`src/rv32v_defines.svh`:
```
`ifndef RV32V_DEFINES_SVH
`define RV32V_DEFINES_SVH

// Lanes served by one micro-op
`define RV32V_VLANE_COUNT 4

// Width of one vector register in bytes
`define RV32V_VREG_BYTES 16

// Architectural vector register file size
`define RV32V_VREG_COUNT 32

// Largest register group
// (integer LMUL only, fractional groups are not supported)
`define RV32V_VLMUL_MAX 8

`endif

```
`src/rv32v_types_pkg.sv`:
```
`include "rv32v_defines.svh"

package rv32v_types_pkg;

    // Element width code, as in vtype.vsew
    typedef logic [1:0] vsew_t;
    localparam vsew_t SEW8     = 2'd0;
    localparam vsew_t SEW16    = 2'd1;
    localparam vsew_t SEW32    = 2'd2;
    localparam vsew_t SEW_RSVD = 2'd3;

    // Register group code, LMUL = 1 << code
    typedef logic [1:0] vlmul_t;
    localparam vlmul_t LMUL1 = 2'd0;
    localparam vlmul_t LMUL2 = 2'd1;
    localparam vlmul_t LMUL4 = 2'd2;
    localparam vlmul_t LMUL8 = 2'd3;

    // Requested and effective vector lengths
    typedef logic [31:0] avl_t;
    typedef logic [7:0]  vl_t;

    // Register numbers and offsets inside a group
    typedef logic [$clog2(`RV32V_VREG_COUNT)-1:0] vreg_idx_t;
    typedef logic [$clog2(`RV32V_VLMUL_MAX)-1:0]  vreg_off_t;

    // Micro-op sequencing
    typedef logic [7:0]                    vuop_num_t;
    typedef logic [1:0]                    vbank_off_t;
    typedef logic [`RV32V_VLANE_COUNT-1:0] vlane_mask_t;

    typedef enum logic {
        ISSUE_IDLE,
        ISSUE_ACTIVE
    } issue_state_t;

endpackage

```
`src/rv32v_uop_frontend.sv`:
```
`timescale 1ns/10ps

module rv32v_uop_frontend (
    input  logic                         CLK,
    input  logic                         nRST,
    input  logic                         cfg_write,
    input  rv32v_types_pkg::avl_t        cfg_avl,
    input  rv32v_types_pkg::vsew_t       cfg_vsew,
    input  rv32v_types_pkg::vlmul_t      cfg_vlmul,
    input  logic                         inst_valid,
    input  rv32v_types_pkg::vreg_idx_t   inst_vd,
    input  rv32v_types_pkg::vreg_idx_t   inst_vs1,
    input  rv32v_types_pkg::vreg_idx_t   inst_vs2,
    input  logic                         stall,
    output rv32v_types_pkg::vl_t         vl,
    output logic                         inst_ready,
    output logic                         uop_valid,
    output logic                         uop_last,
    output rv32v_types_pkg::vreg_idx_t   uop_vd,
    output rv32v_types_pkg::vreg_idx_t   uop_vs1,
    output rv32v_types_pkg::vreg_idx_t   uop_vs2,
    output rv32v_types_pkg::vuop_num_t   uop_num,
    output rv32v_types_pkg::vbank_off_t  uop_bank_offset,
    output rv32v_types_pkg::vlane_mask_t uop_lane_active
);

    // CSR to issue and generator
    rv32v_types_pkg::vsew_t     vsew;
    logic                       vl_settling;
    // Issue controller and generator handshake
    logic                       active;
    logic                       gen;
    logic                       busy;
    rv32v_types_pkg::vreg_off_t vreg_offset;

    rv32v_vcsr i_rv32v_vcsr (
        .CLK         (CLK),
        .nRST        (nRST),
        .cfg_write   (cfg_write),
        .cfg_avl     (cfg_avl),
        .cfg_vsew    (cfg_vsew),
        .cfg_vlmul   (cfg_vlmul),
        .hold        (active),
        .vsew        (vsew),
        .vl          (vl),
        .vl_settling (vl_settling)
    );

    rv32v_uop_issue i_rv32v_uop_issue (
        .CLK         (CLK),
        .nRST        (nRST),
        .inst_valid  (inst_valid),
        .inst_vd     (inst_vd),
        .inst_vs1    (inst_vs1),
        .inst_vs2    (inst_vs2),
        .vl_settling (vl_settling),
        .stall       (stall),
        .busy        (busy),
        .vl          (vl),
        .vreg_offset (vreg_offset),
        .inst_ready  (inst_ready),
        .gen         (gen),
        .active      (active),
        .uop_valid   (uop_valid),
        .uop_last    (uop_last),
        .uop_vd      (uop_vd),
        .uop_vs1     (uop_vs1),
        .uop_vs2     (uop_vs2)
    );

    rv32v_uop_gen i_rv32v_uop_gen (
        .CLK          (CLK),
        .nRST         (nRST),
        .gen          (gen),
        .stall        (stall),
        .veew         (vsew),
        .vl           (vl),
        .busy         (busy),
        .vuop_num     (uop_num),
        .vreg_offset  (vreg_offset),
        .vbank_offset (uop_bank_offset),
        .vlane_active (uop_lane_active)
    );

endmodule

```
`src/rv32v_uop_gen.sv`:
```
`timescale 1ns/10ps

`include "rv32v_defines.svh"

module rv32v_uop_gen (
    input  logic                         CLK,
    input  logic                         nRST,
    input  logic                         gen,
    input  logic                         stall,
    input  rv32v_types_pkg::vsew_t       veew,
    input  rv32v_types_pkg::vl_t         vl,
    output logic                         busy,
    output rv32v_types_pkg::vuop_num_t   vuop_num,
    output rv32v_types_pkg::vreg_off_t   vreg_offset,
    output rv32v_types_pkg::vbank_off_t  vbank_offset,
    output rv32v_types_pkg::vlane_mask_t vlane_active
);

    // Element size in bytes: 1, 2 or 4
    logic [2:0]                     eew_bytes;
    logic                           refresh;
    logic                           advance;
    // Elements still to go, counting the micro-op on the output now
    rv32v_types_pkg::vl_t           elements_left;
    // Register index inside the group before truncation
    rv32v_types_pkg::vuop_num_t     reg_index;

    assign eew_bytes = 3'b001 << veew;

    // Idle generator keeps tracking vl, also during a stall
    // so an instruction accepted under stall starts from the new vl
    assign refresh = !busy && !(stall && gen);
    assign advance = !stall && gen;

    // Micro-op sequence number
    always_ff @(posedge CLK, negedge nRST) begin
        if (!nRST) begin
            vuop_num <= '0;
        end else if (refresh) begin
            vuop_num <= '0;
        end else if (advance) begin
            vuop_num <= vuop_num + 1'b1;
        end
    end

    // Byte bank offset, wraps at the lane count on purpose
    always_ff @(posedge CLK, negedge nRST) begin
        if (!nRST) begin
            vbank_offset <= '0;
        end else if (refresh) begin
            vbank_offset <= '0;
        end else if (advance) begin
            vbank_offset <= vbank_offset + eew_bytes[1:0];
        end
    end

    // Remaining element count
    always_ff @(posedge CLK, negedge nRST) begin
        if (!nRST) begin
            elements_left <= '0;
        end else if (refresh) begin
            elements_left <= vl;
        end else if (advance) begin
            elements_left <= elements_left - rv32v_types_pkg::vl_t'(`RV32V_VLANE_COUNT);
        end
    end

    // More micro-ops follow the current one
    assign busy = gen && (elements_left > rv32v_types_pkg::vl_t'(`RV32V_VLANE_COUNT));

    // Micro-ops per register: 4 at SEW8, 2 at SEW16, 1 at SEW32
    always_comb begin
        case (veew)
            rv32v_types_pkg::SEW8:  reg_index = vuop_num >> 2;
            rv32v_types_pkg::SEW16: reg_index = vuop_num >> 1;
            rv32v_types_pkg::SEW32: reg_index = vuop_num;
            default:                reg_index = '0;
        endcase
    end

    assign vreg_offset = rv32v_types_pkg::vreg_off_t'(reg_index);

    // Tail lanes switched off on a partial last micro-op
    always_comb begin
        case (elements_left)
            8'd1:    vlane_active = 4'b0001;
            8'd2:    vlane_active = 4'b0011;
            8'd3:    vlane_active = 4'b0111;
            default: vlane_active = '1;
        endcase
    end

    // Issue controller only runs with a loaded, non-empty count
    a_count_nonzero: assert property (@(posedge CLK) disable iff (!nRST)
        gen |-> (elements_left != '0))
        else $error("uop_gen: element count empty while generating");

    // vl clamp in the CSR block keeps the group within range
    a_group_range: assert property (@(posedge CLK) disable iff (!nRST)
        gen |-> (reg_index < rv32v_types_pkg::vuop_num_t'(`RV32V_VLMUL_MAX)))
        else $error("uop_gen: register offset beyond the group");

endmodule

```
`src/rv32v_uop_issue.sv`:
```
`timescale 1ns/10ps

module rv32v_uop_issue (
    input  logic                        CLK,
    input  logic                        nRST,
    input  logic                        inst_valid,
    input  rv32v_types_pkg::vreg_idx_t  inst_vd,
    input  rv32v_types_pkg::vreg_idx_t  inst_vs1,
    input  rv32v_types_pkg::vreg_idx_t  inst_vs2,
    input  logic                        vl_settling,
    input  logic                        stall,
    input  logic                        busy,
    input  rv32v_types_pkg::vl_t        vl,
    input  rv32v_types_pkg::vreg_off_t  vreg_offset,
    output logic                        inst_ready,
    output logic                        gen,
    output logic                        active,
    output logic                        uop_valid,
    output logic                        uop_last,
    output rv32v_types_pkg::vreg_idx_t  uop_vd,
    output rv32v_types_pkg::vreg_idx_t  uop_vs1,
    output rv32v_types_pkg::vreg_idx_t  uop_vs2
);

    rv32v_types_pkg::issue_state_t state;
    rv32v_types_pkg::issue_state_t state_next;
    logic                          accept;
    logic                          consumed;
    // Base registers of the running instruction
    rv32v_types_pkg::vreg_idx_t    base_vd;
    rv32v_types_pkg::vreg_idx_t    base_vs1;
    rv32v_types_pkg::vreg_idx_t    base_vs2;
    // Group offset widened to a register number
    rv32v_types_pkg::vreg_idx_t    offset_ext;

    // Closed while busy and while the new vl is being loaded
    assign inst_ready = (state == rv32v_types_pkg::ISSUE_IDLE) && !vl_settling;
    assign accept     = inst_ready && inst_valid;
    assign consumed   = !stall && !busy;

    always_comb begin
        state_next = state;
        case (state)
            rv32v_types_pkg::ISSUE_IDLE: begin
                // Empty instruction retires here, no micro-ops
                if (accept && (vl != '0)) begin
                    state_next = rv32v_types_pkg::ISSUE_ACTIVE;
                end
            end
            rv32v_types_pkg::ISSUE_ACTIVE: begin
                // Last micro-op taken downstream
                if (consumed) begin
                    state_next = rv32v_types_pkg::ISSUE_IDLE;
                end
            end
            default: state_next = rv32v_types_pkg::ISSUE_IDLE;
        endcase
    end

    always_ff @(posedge CLK, negedge nRST) begin
        if (!nRST) begin
            state <= rv32v_types_pkg::ISSUE_IDLE;
        end else begin
            state <= state_next;
        end
    end

    // Capture operands on acceptance
    always_ff @(posedge CLK) begin
        if (accept) begin
            base_vd  <= inst_vd;
            base_vs1 <= inst_vs1;
            base_vs2 <= inst_vs2;
        end
    end

    assign active    = (state == rv32v_types_pkg::ISSUE_ACTIVE);
    assign gen       = active;
    assign uop_valid = active;
    assign uop_last  = active && !busy;

    assign offset_ext = rv32v_types_pkg::vreg_idx_t'(vreg_offset);

    // Register numbers wrap at the file size
    assign uop_vd  = base_vd + offset_ext;
    assign uop_vs1 = base_vs1 + offset_ext;
    assign uop_vs2 = base_vs2 + offset_ext;

    // Stalled micro-op is never dropped and keeps its register numbers
    a_hold_on_stall: assert property (@(posedge CLK) disable iff (!nRST)
        (active && stall) |=> (active && $stable(uop_vd) && $stable(uop_vs1)
            && $stable(uop_vs2) && $stable(uop_last)))
        else $error("uop_issue: micro-op dropped or changed under stall");

endmodule

```
`src/rv32v_vcsr.sv`:
```
`timescale 1ns/10ps

`include "rv32v_defines.svh"

module rv32v_vcsr (
    input  logic                    CLK,
    input  logic                    nRST,
    input  logic                    cfg_write,
    input  rv32v_types_pkg::avl_t   cfg_avl,
    input  rv32v_types_pkg::vsew_t  cfg_vsew,
    input  rv32v_types_pkg::vlmul_t cfg_vlmul,
    input  logic                    hold,
    output rv32v_types_pkg::vsew_t  vsew,
    output rv32v_types_pkg::vl_t    vl,
    output logic                    vl_settling
);

    // Write only lands while no instruction is in flight
    logic                   write_ok;
    // Group size in bytes, up to 16 * 8
    logic [8:0]             group_bytes;
    rv32v_types_pkg::vl_t   vlmax;
    rv32v_types_pkg::vl_t   vl_next;

    assign write_ok = cfg_write && !hold;

    // VLMAX = VLEN/8 * LMUL / element bytes
    assign group_bytes = 9'(`RV32V_VREG_BYTES) << cfg_vlmul;
    assign vlmax       = rv32v_types_pkg::vl_t'(group_bytes >> cfg_vsew);

    // Clip the requested length to the group capacity
    always_comb begin
        if (cfg_avl > rv32v_types_pkg::avl_t'(vlmax)) begin
            vl_next = vlmax;
        end else begin
            vl_next = rv32v_types_pkg::vl_t'(cfg_avl);
        end
    end

    // vtype element width field
    always_ff @(posedge CLK, negedge nRST) begin
        if (!nRST) begin
            vsew <= rv32v_types_pkg::SEW8;
        end else if (write_ok) begin
            vsew <= cfg_vsew;
        end
    end

    // Effective vector length
    always_ff @(posedge CLK, negedge nRST) begin
        if (!nRST) begin
            vl <= '0;
        end else if (write_ok) begin
            vl <= vl_next;
        end
    end

    // One cycle window while the generator picks up the new vl
    always_ff @(posedge CLK, negedge nRST) begin
        if (!nRST) begin
            vl_settling <= 1'b0;
        end else begin
            vl_settling <= write_ok;
        end
    end

    // Reserved SEW code never reaches vtype
    a_no_rsvd_sew: assert property (@(posedge CLK) disable iff (!nRST)
        write_ok |-> (cfg_vsew != rv32v_types_pkg::SEW_RSVD))
        else $error("vcsr: reserved SEW code written");

endmodule

```
`config.mk`:
```
export PLATFORM = sky130hd
export DESIGN_NAME = rv32v_uop_frontend
export DESIGN_NICKNAME = d
export VERILOG_FILES = /design/src/rv32v_types_pkg.sv /design/src/rv32v_uop_frontend.sv /design/src/rv32v_uop_gen.sv /design/src/rv32v_uop_issue.sv /design/src/rv32v_vcsr.sv
export VERILOG_INCLUDE_DIRS = /design/src
export SDC_FILE = /design/constraint.sdc
export NUM_CORES = 1
export LEC_CHECK = 0
export BUFFER_PORTS_ARGS = -buffer_cell sky130_fd_sc_hd__buf_2
export CAP_MARGIN = 5
export CORE_MARGIN = 4
export CORE_UTILIZATION = 54
export DETAILED_ROUTE_END_ITERATION = 10
export GPL_ROUTABILITY_DRIVEN = 0
export PLACE_DENSITY = 0.94
export SKIP_LAST_GASP = 1
export SLEW_MARGIN = 40
export SYNTH_ARGS = -nofsm -noshare
export SYNTH_HDL_FRONTEND = slang
export SYNTH_SLANG_ARGS = --single-unit
```
`constraint.sdc`:
```
create_clock -name CLK -period 3.45 [get_ports CLK]
set_clock_uncertainty 0.1 [all_clocks]
set_input_delay 0 -clock CLK [delete_from_list [all_inputs] [get_ports CLK]]
set_output_delay 0 -clock CLK [all_outputs]
set_load 0.1 [all_outputs]
```
# After elaboration in Yosys (flattened, before gate mapping)
# Cells that the tools add are included.
[word_totals] mem_count=0 ff_bits=45 latchBits=0 romBits=0 ram_bits=0 elab_cells=57 output_inout_bits=40 in_bits=56
[op_classes] bitwise=1 n_mul=0 shifts=3 n_eq_ne=5 n_addsub=6 muxes=12 magnitude_cmp=2 reduce_logical=18 n_div=0
[op_table] operator="$mux 8" count=5
[op_table] operator="$gt 32x8->1" count=1
[op_table] operator="$eq 8x2->1 const B" count=2
[op_table] operator="$add 5x3->5" count=3
[op_table] operator="$pmux 4 s3" count=1
[op_table] operator="$logic_and 1x1->1" count=10
[op_table] operator="$pmux 3 s3" count=1
[op_table] operator="$shl 5x2->9 const A" count=1
[op_table] operator="$shr 9x2->8" count=1
[op_table] operator="$add 8x1->8 const B" count=1
[op_table] operator="$eq 8x1->1 const B" count=1
[op_table] operator="$gt 8x3->1 const B" count=1
[op_table] operator="$reduce_bool 8->1" count=1
[op_table] operator="$sub 8x3->8 const B" count=1
[op_table] operator="$logic_not 1->1" count=5
[op_table] operator="$mux 2" count=2
[op_table] operator="$add 2x2->2" count=1
[op_table] operator="$eq 2x1->1 const B" count=1
[op_table] operator="$eq 2x2->1 const B" count=1
[op_table] operator="$logic_not 2->1" count=1
[op_table] operator="$mux 1" count=2
[op_table] operator="$pmux 1 s2" count=1
[op_table] operator="$reduce_bool 2->1" count=1
[op_table] operator="$shl 1x2->2 const A" count=1
[op_table] operator="$not 1->1" count=1

# Longest topological paths before layout
# Gate-level depths: netlist (run 1).
[depth] depth_word=6 depth_mapped=10 mapped_depth_nobuf=9

# Modules after synthesis
# A second synthesis (run 1) with hierarchy kept.
[unflattened] cells_unflattened=286 area_unflattened_um2=2861.5
[by_module_without_submodules] module="rv32v_uop_gen" n_inst=1 seq_area_each_um2=450.4 area_each_um2=1138.6 cells_per_inst=126
[by_module_without_submodules] module="rv32v_uop_issue" n_inst=1 seq_area_each_um2=475.5 area_each_um2=889.6 cells_per_inst=66
[by_module_without_submodules] module="rv32v_vcsr" n_inst=1 seq_area_each_um2=275.3 area_each_um2=833.3 cells_per_inst=94

# Worst setup path before layout (run 1)
# No wires, ideal clock.
[synth_path] kind="reg2out" start="register i_rv32v_uop_gen.vuop_num[3]" end="output port uop_vd[4]" slack_ps=-557 arrival_ps=3907 path_buffers=0 path_stages_with_launch=8 required_ps=3350 path_cell_list="dfrtp_1 -> nor2b_1 -> a21oi_1 -> o21ai_0 -> fa_1 -> a21o_1 -> nand2_1 -> xnor2_1"
[synth_between] elab_chain_len=2
[synth_rtl] element="start: declaration" line_no="rv32v_uop_gen.sv:13" rtl="output rv32v_types_pkg::vuop_num_t vuop_num,"
[synth_rtl] element="start signal: assignment" line_no="rv32v_uop_gen.sv:42" rtl="vuop_num <= vuop_num + 1'b1;"
[synth_rtl] element="$pmux 3 s3" line_no="rv32v_uop_gen.sv:73" rtl="case (veew)"
[synth_rtl] element="$add 5x3->5" line_no="rv32v_uop_issue.sv:85" rtl="assign uop_vd = base_vd + offset_ext;"
[synth_rtl] element="end: declaration" line_no="rv32v_uop_frontend.sv:19" rtl="output rv32v_types_pkg::vreg_idx_t uop_vd,"
# Every way passes these cells.

# Worst setup path after layout (run 1)
[layout_path] start="register i_rv32v_uop_gen.vuop_num[2]" end="output port uop_vd[4]"
# The elaborated chain is that of the path after synthesis.

==> impl_metrics.yaml, run 1 <==
run_status:
  status: "finished, final reports clean"
drt:
  firstDrtPassIters: 4
  vias: 2584
  final_antenna_net_count: 0
  drtIter0Drc: 245
  viasPerCell: 5.56
  wl_per_cell_um: 15.9
  wl_um: 7380
  route.detailed.drc: 0
clock_network:
  clkLatencyLatePin_ps: 300
  cts_resized: 0
  cts_tree: "built"
  cts.sinks: 45
  htree_levels: 2
  clk_pin_slew_ps: 80
  clk_path_buf_depth: 2
  cts_buffers: 5
  cts_setup_buffers: 0
  postCtsHoldBufs: 27
  root_buffer: "clkbuf_8"
final_layout:
  layout_commonest_cell: "buf_2"
  final_nets: 477
  diodes: 0
  areaGrowthSynthToFinish_pct: 34.7
  mostFrequentLayoutCells: "94 x buf_2, 35 x nand2_1, 30 x dfrtp_1"
  fin_util_pct: 76.3
  design_area_mm2: 0.00365
  drive_gt1_share_pct: 29.1
global_route:
  grt_pass1_wl_um: 12200
  grt_start_max_net_pins: 31
  grt_pass1_vias: 2661
  gr-total-overflow: 0
  grt_antenna_before_repair: 0
  track_usage_pct: 25.1
logic_synthesis:
  synth_top_cell_area_share_pct: 27.7
  synth-main-ff-cell: "dfrtp_1"
  synth_cell_types: 47
  yosysWarnings: 0
  synth_enable_flop_cells: 15
  ys_ff_latch: 45
  postSynthCellCount: 276
  synth_async_sr_flop_share_pct: 66.7
  yosysTopAreaCell: "dfrtp_1"
  ys_top_cells_by_area: "dfrtp_1 28%, edfxtp_1 17%, ha_1 9.7%"
  ys_seq_area_share_pct: 44.3
  syn-num-nets: 356
  netlist_area_mm2: 0.00271
  postSynthAreaPerCell_um2: 9.82
floorplan:
  die_x_um: 78.9
  ios: 96
  design.core.area_mm2: 0.00479
  dieArea_mm2: 0.00622
  die_y_um: 78.9
  row_count: 25
  initial_core_util_pct: 56.7
placed_design:
  post_dp_cell_area_mm2: 0.00330
  hpwlAfterDp_um: 5400
  io_buffers: 94
job:
  drv_cap: 0
critical_path:
  slowest_delay_ps: 470
  critPathSlowestCell: "fa_1"
  critical_path_class: "flip-flop to output port"
  endpoint_kind: "output port"
  path_max_fanout: 7
  crit_arrival_ps: 2990
  cp.required_ps: 3350
  path_cells: "nor2b_1 -> a21oi_1 -> o21ai_0 -> ha_1 -> fa_1 -> a21o_1 -> nand2_1 -> xnor2_2 -> buf_2"
  start_kind: "flip-flop"
timing:
  max-slew-margin-rel_pct: 51.9
  hold_viol: 0
  rsz0062_at_grt: "no"
  finalSetupViolCount: 0
  tns_ps: 0
  max_freq_mhz: 324
  worst_slew_pin_slew_ps: 721
  whs_ps: 48.6
  fin_crit_ps: 3090
  fin_crit_sh_pct: 89.5
  maxSlewViolCount: 0
worst_hold_path:
  hold_path.class: "input port to flip-flop"
logic make-up (layout without fill, tap and decap cells):
| group | Yosys count | after routing | share of synthesized area [%] |
|---|---|---|---|
| muxes | 4 | 4 | 1.57 |
| buffers and inverters | 18 | 140 | 3.05 |
| AOI/OAI and AO/OA | 67 | 67 | 15.4 |
| adders and majority gates | 24 | 24 | 11.9 |
| other | 1 | 1 | 0.138 |
| xor gates and xnor gates | 16 | 16 | 5.17 |
| DFF | 45 | 45 | 44.3 |
| and+or+nand+nor | 101 | 101 | 18.5 |
final cells by class:
cell class              instances  area (µm²)
flip-flops and latches         45        1200
inverters                       9        33.8
well taps                      67        83.8
multi-input cells             213        1500
clock buffers                   5        68.8
clock inverters                 3        12.5
repair buffers                123         756
fillers                       316        1130
registers in the layout (all words and copies together), names as in the netlist, 2 cells and up:
register                       flops
i_rv32v_uop_issue.base_vs2         5
i_rv32v_uop_gen.elements_left      8
i_rv32v_vcsr.vsew                  2
i_rv32v_uop_issue.base_vd          5
i_rv32v_vcsr.vl                    8
i_rv32v_uop_issue.base_vs1         5
i_rv32v_uop_gen.vbank_offset       2
i_rv32v_uop_gen.vuop_num           8
stage by stage:
stage                     instances  setup WS (ps)
after floorplan                 276           22.6
after global placement          430            977
after detailed placement        430            785
after CTS                       465            453
after global routing            465            264
final                           465            361
Yosys cell counts, types with 2 or more instances:
cell type and n:
xnor2_1 9, xor2_1 7, ha_1 21, nor2_1 21, dfrtp_1 30, inv_1 9, nand3_1 5, or4_1 2
a22o_1 2, nor4_1 10, a31oi_1 6, o21ai_0 18, fa_1 3, a21oi_1 18, clkbuf_1 4, and2_1 4
a21o_1 10, nor2b_1 9, nand3b_1 2, mux2_2 2, buf_2 3, mux2i_1 2, a22oi_1 3, nand2_1 35
edfxtp_1 15, nand4_1 5
worst paths after layout:
check	slack (ps)	end	startpoint	cells past startpoint
worst max-delay path	360	uop_vd[4]	i_rv32v_uop_gen.vuop_num[2]	9
worst min-delay path	50	i_rv32v_vcsr.vl[2]	cfg_vlmul[1]	5
worst max register to register	1270	i_rv32v_uop_gen.elements_left[0]	i_rv32v_uop_gen.elements_left[3]	7
worst min register to register	440	i_rv32v_vcsr.vl[0]	i_rv32v_vcsr.vl[0]	2
max in group asynchronous	2690	i_rv32v_uop_gen.vuop_num[0]	nRST	2
min in group asynchronous	150	i_rv32v_uop_gen.elements_left[5]	nRST	2
critical path, delay by kind of cell, from the launching register on:
| kind | cells | cell delay [ps] |
|---|---|---|
| adder cells (fa/ha/maj) | 2 | 770 |
| AO/OA/AOI/OAI | 3 | 640 |
| flip-flops | 1 | 450 |
| buffers and inverters | 1 | 440 |
| AND/OR/NAND/NOR | 2 | 270 |
| XOR/XNOR | 1 | 110 |
per-layer routing:
metal	global-route usage (%)	vias to the layer above	wire length [µm]
met3	4.99	21	597
li1	-	1236	-
met2	45.8	133	3770
met1	28.5	1194	2800
met4	10.7	0	214
met5	0	-	0
Power of run 1 is not shown: default switching activity piles up to over one toggle a cycle in this logic, so the estimate is an artifact.
==> inputs of run 2 (changes only) <==
- CORE_UTILIZATION: 54 -> 55
- SYNTH_HIERARCHICAL: unset -> 1
==> run 2 against run 1 <==
Effect of this change:
- synthesized area grew 5.5%
- setup slack lost 88 ps
- maximum frequency shrank 2.8%
- sequential share of layout area shrank 1.2 points
- sequential cell count is the same
- critical endpoint is now uop_vs2[4]
==> impl_metrics.yaml, run 2 <==
run_status:
  status: "finished, final reports clean"
global_route:
  grt_pass1_wl_um: 13100
  grt_start_max_net_pins: 31
  track_usage_pct: 26.5
  gr-total-overflow: 0
  grt_pass1_vias: 2796
  grt_antenna_before_repair: 0
logic_synthesis:
  synth_async_sr_flop_share_pct: 66.7
  syn-num-nets: 366
  synth_top_cell_area_share_pct: 26.2
  yosysMostFrequentCell: "dfrtp_1"
  yosysTopAreaCell: "dfrtp_1"
  ys_ff_latch: 45
  synth_common_cells: "30 x dfrtp_1, 28 x nand2_1, 21 x ha_1, 17 x a21oi_1"
  ys_top_cells_by_area: "dfrtp_1 26%, edfxtp_1 16%, ha_1 9.2%"
  ys_seq_area_share_pct: 42.0
  synth_cell_types: 59
  synth-main-ff-cell: "dfrtp_1"
  postSynthAreaPerCell_um2: 10.0
  netlist_area_mm2: 0.00286
  yosysWarnings: 6
  postSynthCellCount: 286
  synth_enable_flop_cells: 15
placed_design:
  io_buffers: 94
  post_dp_cell_area_mm2: 0.00344
  hpwlAfterDp_um: 5420
clock_network:
  clk_path_buf_depth: 2
  clkLatencyLatePin_ps: 300
  cts.sinks: 45
  clk_pin_slew_ps: 90
  cts_tree: "built"
  root_buffer: "clkbuf_8"
  cts_setup_buffers: 0
  htree_levels: 2
  cts_buffers: 5
pwr:
  pwr-share-comb_pct: 62.2
  power.switching_mw: 2.01
  power_frac_clock_pct: 9.9
  seqPwrFrac_pct: 27.9
  total_leakage_power_nw: 1.78
  p_sw_share_pct: 59.9
  peakVddDrop_mv: 0.700
  p_int_mw: 1.35
  finalPower_mw: 3.36
  powerDensity_mw_per_mm2: 884
critical_path:
  endpoint_kind: "output port"
  crit-reg2reg-capture: "i_rv32v_uop_gen/elements_left[1]"
  critical_path_class: "flip-flop to output port"
  critPathSlowestCell: "dfrtp_1"
  cp_num_buf_inv: 2
  crit_arrival_ps: 3080
  path_depth: 9
  path_cells: "mux2i_1 -> o21ai_0 -> ha_1 -> inv_1 -> fa_1 -> nor2b_1 -> o21ai_0 -> xnor2_4 -> clkbuf_4"
  crit_path_end: "uop_vs2[4]"
  slowest_delay_ps: 550
  r2r_slack_ps: 1260
  start_kind: "flip-flop"
  cp.required_ps: 3350
  r2r-start: "i_rv32v_uop_gen/elements_left[3]"
  cpMostUsedCell: "o21ai_0"
  crit_start: "i_rv32v_vcsr/vsew[0]"
  rr_worst_depth: 6
  path_max_fanout: 7
  critPathTopFamily: "compound AO/OA/AOI/OAI gates"
timing:
  fin_crit_sh_pct: 92.1
  max_freq_mhz: 315
  max-slew-margin-rel_pct: 52.9
  fin_crit_ps: 3180
  rsz0062_at_grt: "no"
  finalSetupViolCount: 0
  worst_slew_pin_slew_ps: 704
  whs_ps: 107
  maxSlewViolCount: 0
  hold_viol: 0
final_layout:
  drive_gt1_share_pct: 32.2
  layout_commonest_cell: "buf_2"
  areaGrowthSynthToFinish_pct: 32.8
  fillers: 300
  final_nets: 483
  design_area_mm2: 0.00380
  multiInputGateArea_mm2: 0.00160
  mostFrequentLayoutCells: "93 x buf_2, 29 x dfrtp_1, 28 x nand2_1"
  diodes: 0
  top_regs: "i_rv32v_uop_gen/elements_left x8, i_rv32v_uop_gen/vuop_num x8, i_rv32v_vcsr/vl x8"
  seqCellArea_mm2: 0.00120
drt:
  final_antenna_net_count: 0
  firstDrtPassIters: 6
  vias: 2758
  viasPerCell: 5.86
  wl_per_cell_um: 17.4
  drtIter0Drc: 301
  wl_um: 8180
  route.detailed.drc: 0
job:
  drv_cap: 0
worst_hold_path:
  hold_path.class: "input port to flip-flop"
floorplan:
  ios: 96
  initial_core_util_pct: 58.6
  dieArea_mm2: 0.00642
  die_x_um: 80.1
  row_count: 25
  die_y_um: 80.1
  design.core.area_mm2: 0.00488
[run 2: worst min path at each step]
stage | start | end | slack [ps] | cells past startpoint
3_3_place_gp | nRST | i_rv32v_uop_gen/elements_left[0] | -50 | 1
3_5_place_dp | nRST | i_rv32v_vcsr/vl[0] | -40 | 1
4_1_cts | cfg_vlmul[0] | i_rv32v_vcsr/vl[7] | 100 | 4
6_report | cfg_vlmul[0] | i_rv32v_vcsr/vl[7] | 110 | 4
5_1_grt | cfg_vlmul[0] | i_rv32v_vcsr/vl[7] | 140 | 4
2_1_floorplan | nRST | i_rv32v_uop_gen/elements_left[0] | -400 | 0
[run 2: cell families (layout without fill, tap and decap cells)]
| logic type | count (synthesis) | count (layout) | synth area share (%) |
|---|---|---|---|
| and+or+nand+nor | 97 | 97 | 18.6 |
| AOI/OAI and AO/OA | 64 | 64 | 15.0 |
| DFF | 45 | 45 | 42.0 |
| buffers and inverters | 30 | 148 | 4.98 |
| adders and majority gates | 24 | 24 | 11.3 |
| xor gates and xnor gates | 18 | 18 | 5.51 |
| muxes | 7 | 7 | 2.58 |
| other | 1 | 1 | 0.131 |
[run 2: per-layer routing]
metal | routed length, µm | up-vias | global-route usage [%]
li1 | - | 1265 | -
met1 | 2930 | 1297 | 29.6
met2 | 4370 | 173 | 48.8
met3 | 598 | 23 | 3.92
met4 | 286 | 0 | 12.5
met5 | 0 | - | 0
[run 2: layout make-up]
class                   instances  area share [%]
multi-input cells             211            42.2
inverters                      18            1.84
repair buffers                122            19.8
flip-flops and latches         45            31.7
clock inverters                 3           0.560
clock buffers                   5            1.81
well taps                      67            2.21
[run 2: timing repair]
action	in CTS	in global routing
endpoints found under the setup margin	1	1
endpoints found under the hold margin	56	0
gates resized for setup	1	1
hold buffers	27	0
[run 2: power groups by stage]
| stage | combinational (mW) | clock [mW] | sequential [mW] |
|---|---|---|---|
| after floorplan | 1.37 | 0 | 1.26 |
| after global placement | 1.98 | 0 | 0.913 |
| after detailed placement | 2.03 | 0 | 0.930 |
| after CTS | 2.06 | 0.327 | 0.924 |
| after global routing | 2.19 | 0.358 | 0.957 |
| final | 2.09 | 0.333 | 0.935 |
[run 2: per-stage QoR]
step	utilization (%)	worst slack, ps	cells	TNS [ps]
2_1_floorplan	-	-124	286	-124
3_3_place_gp	70.4	539	436	0
3_5_place_dp	70.4	391	436	0
4_1_cts	77.8	219	471	0
5_1_grt	77.8	82.0	471	0
6_report	77.8	274	471	0
[run 2: worst register-to-register path: stages, from the launching register on]
cell and delay, ps:
dfrtp_1 410, inv_1 110, ha_1 160, nor3b_1 240, o21ai_2 160, o21ai_2 500, mux2_2 410
(Power assumes the default switching activity.)
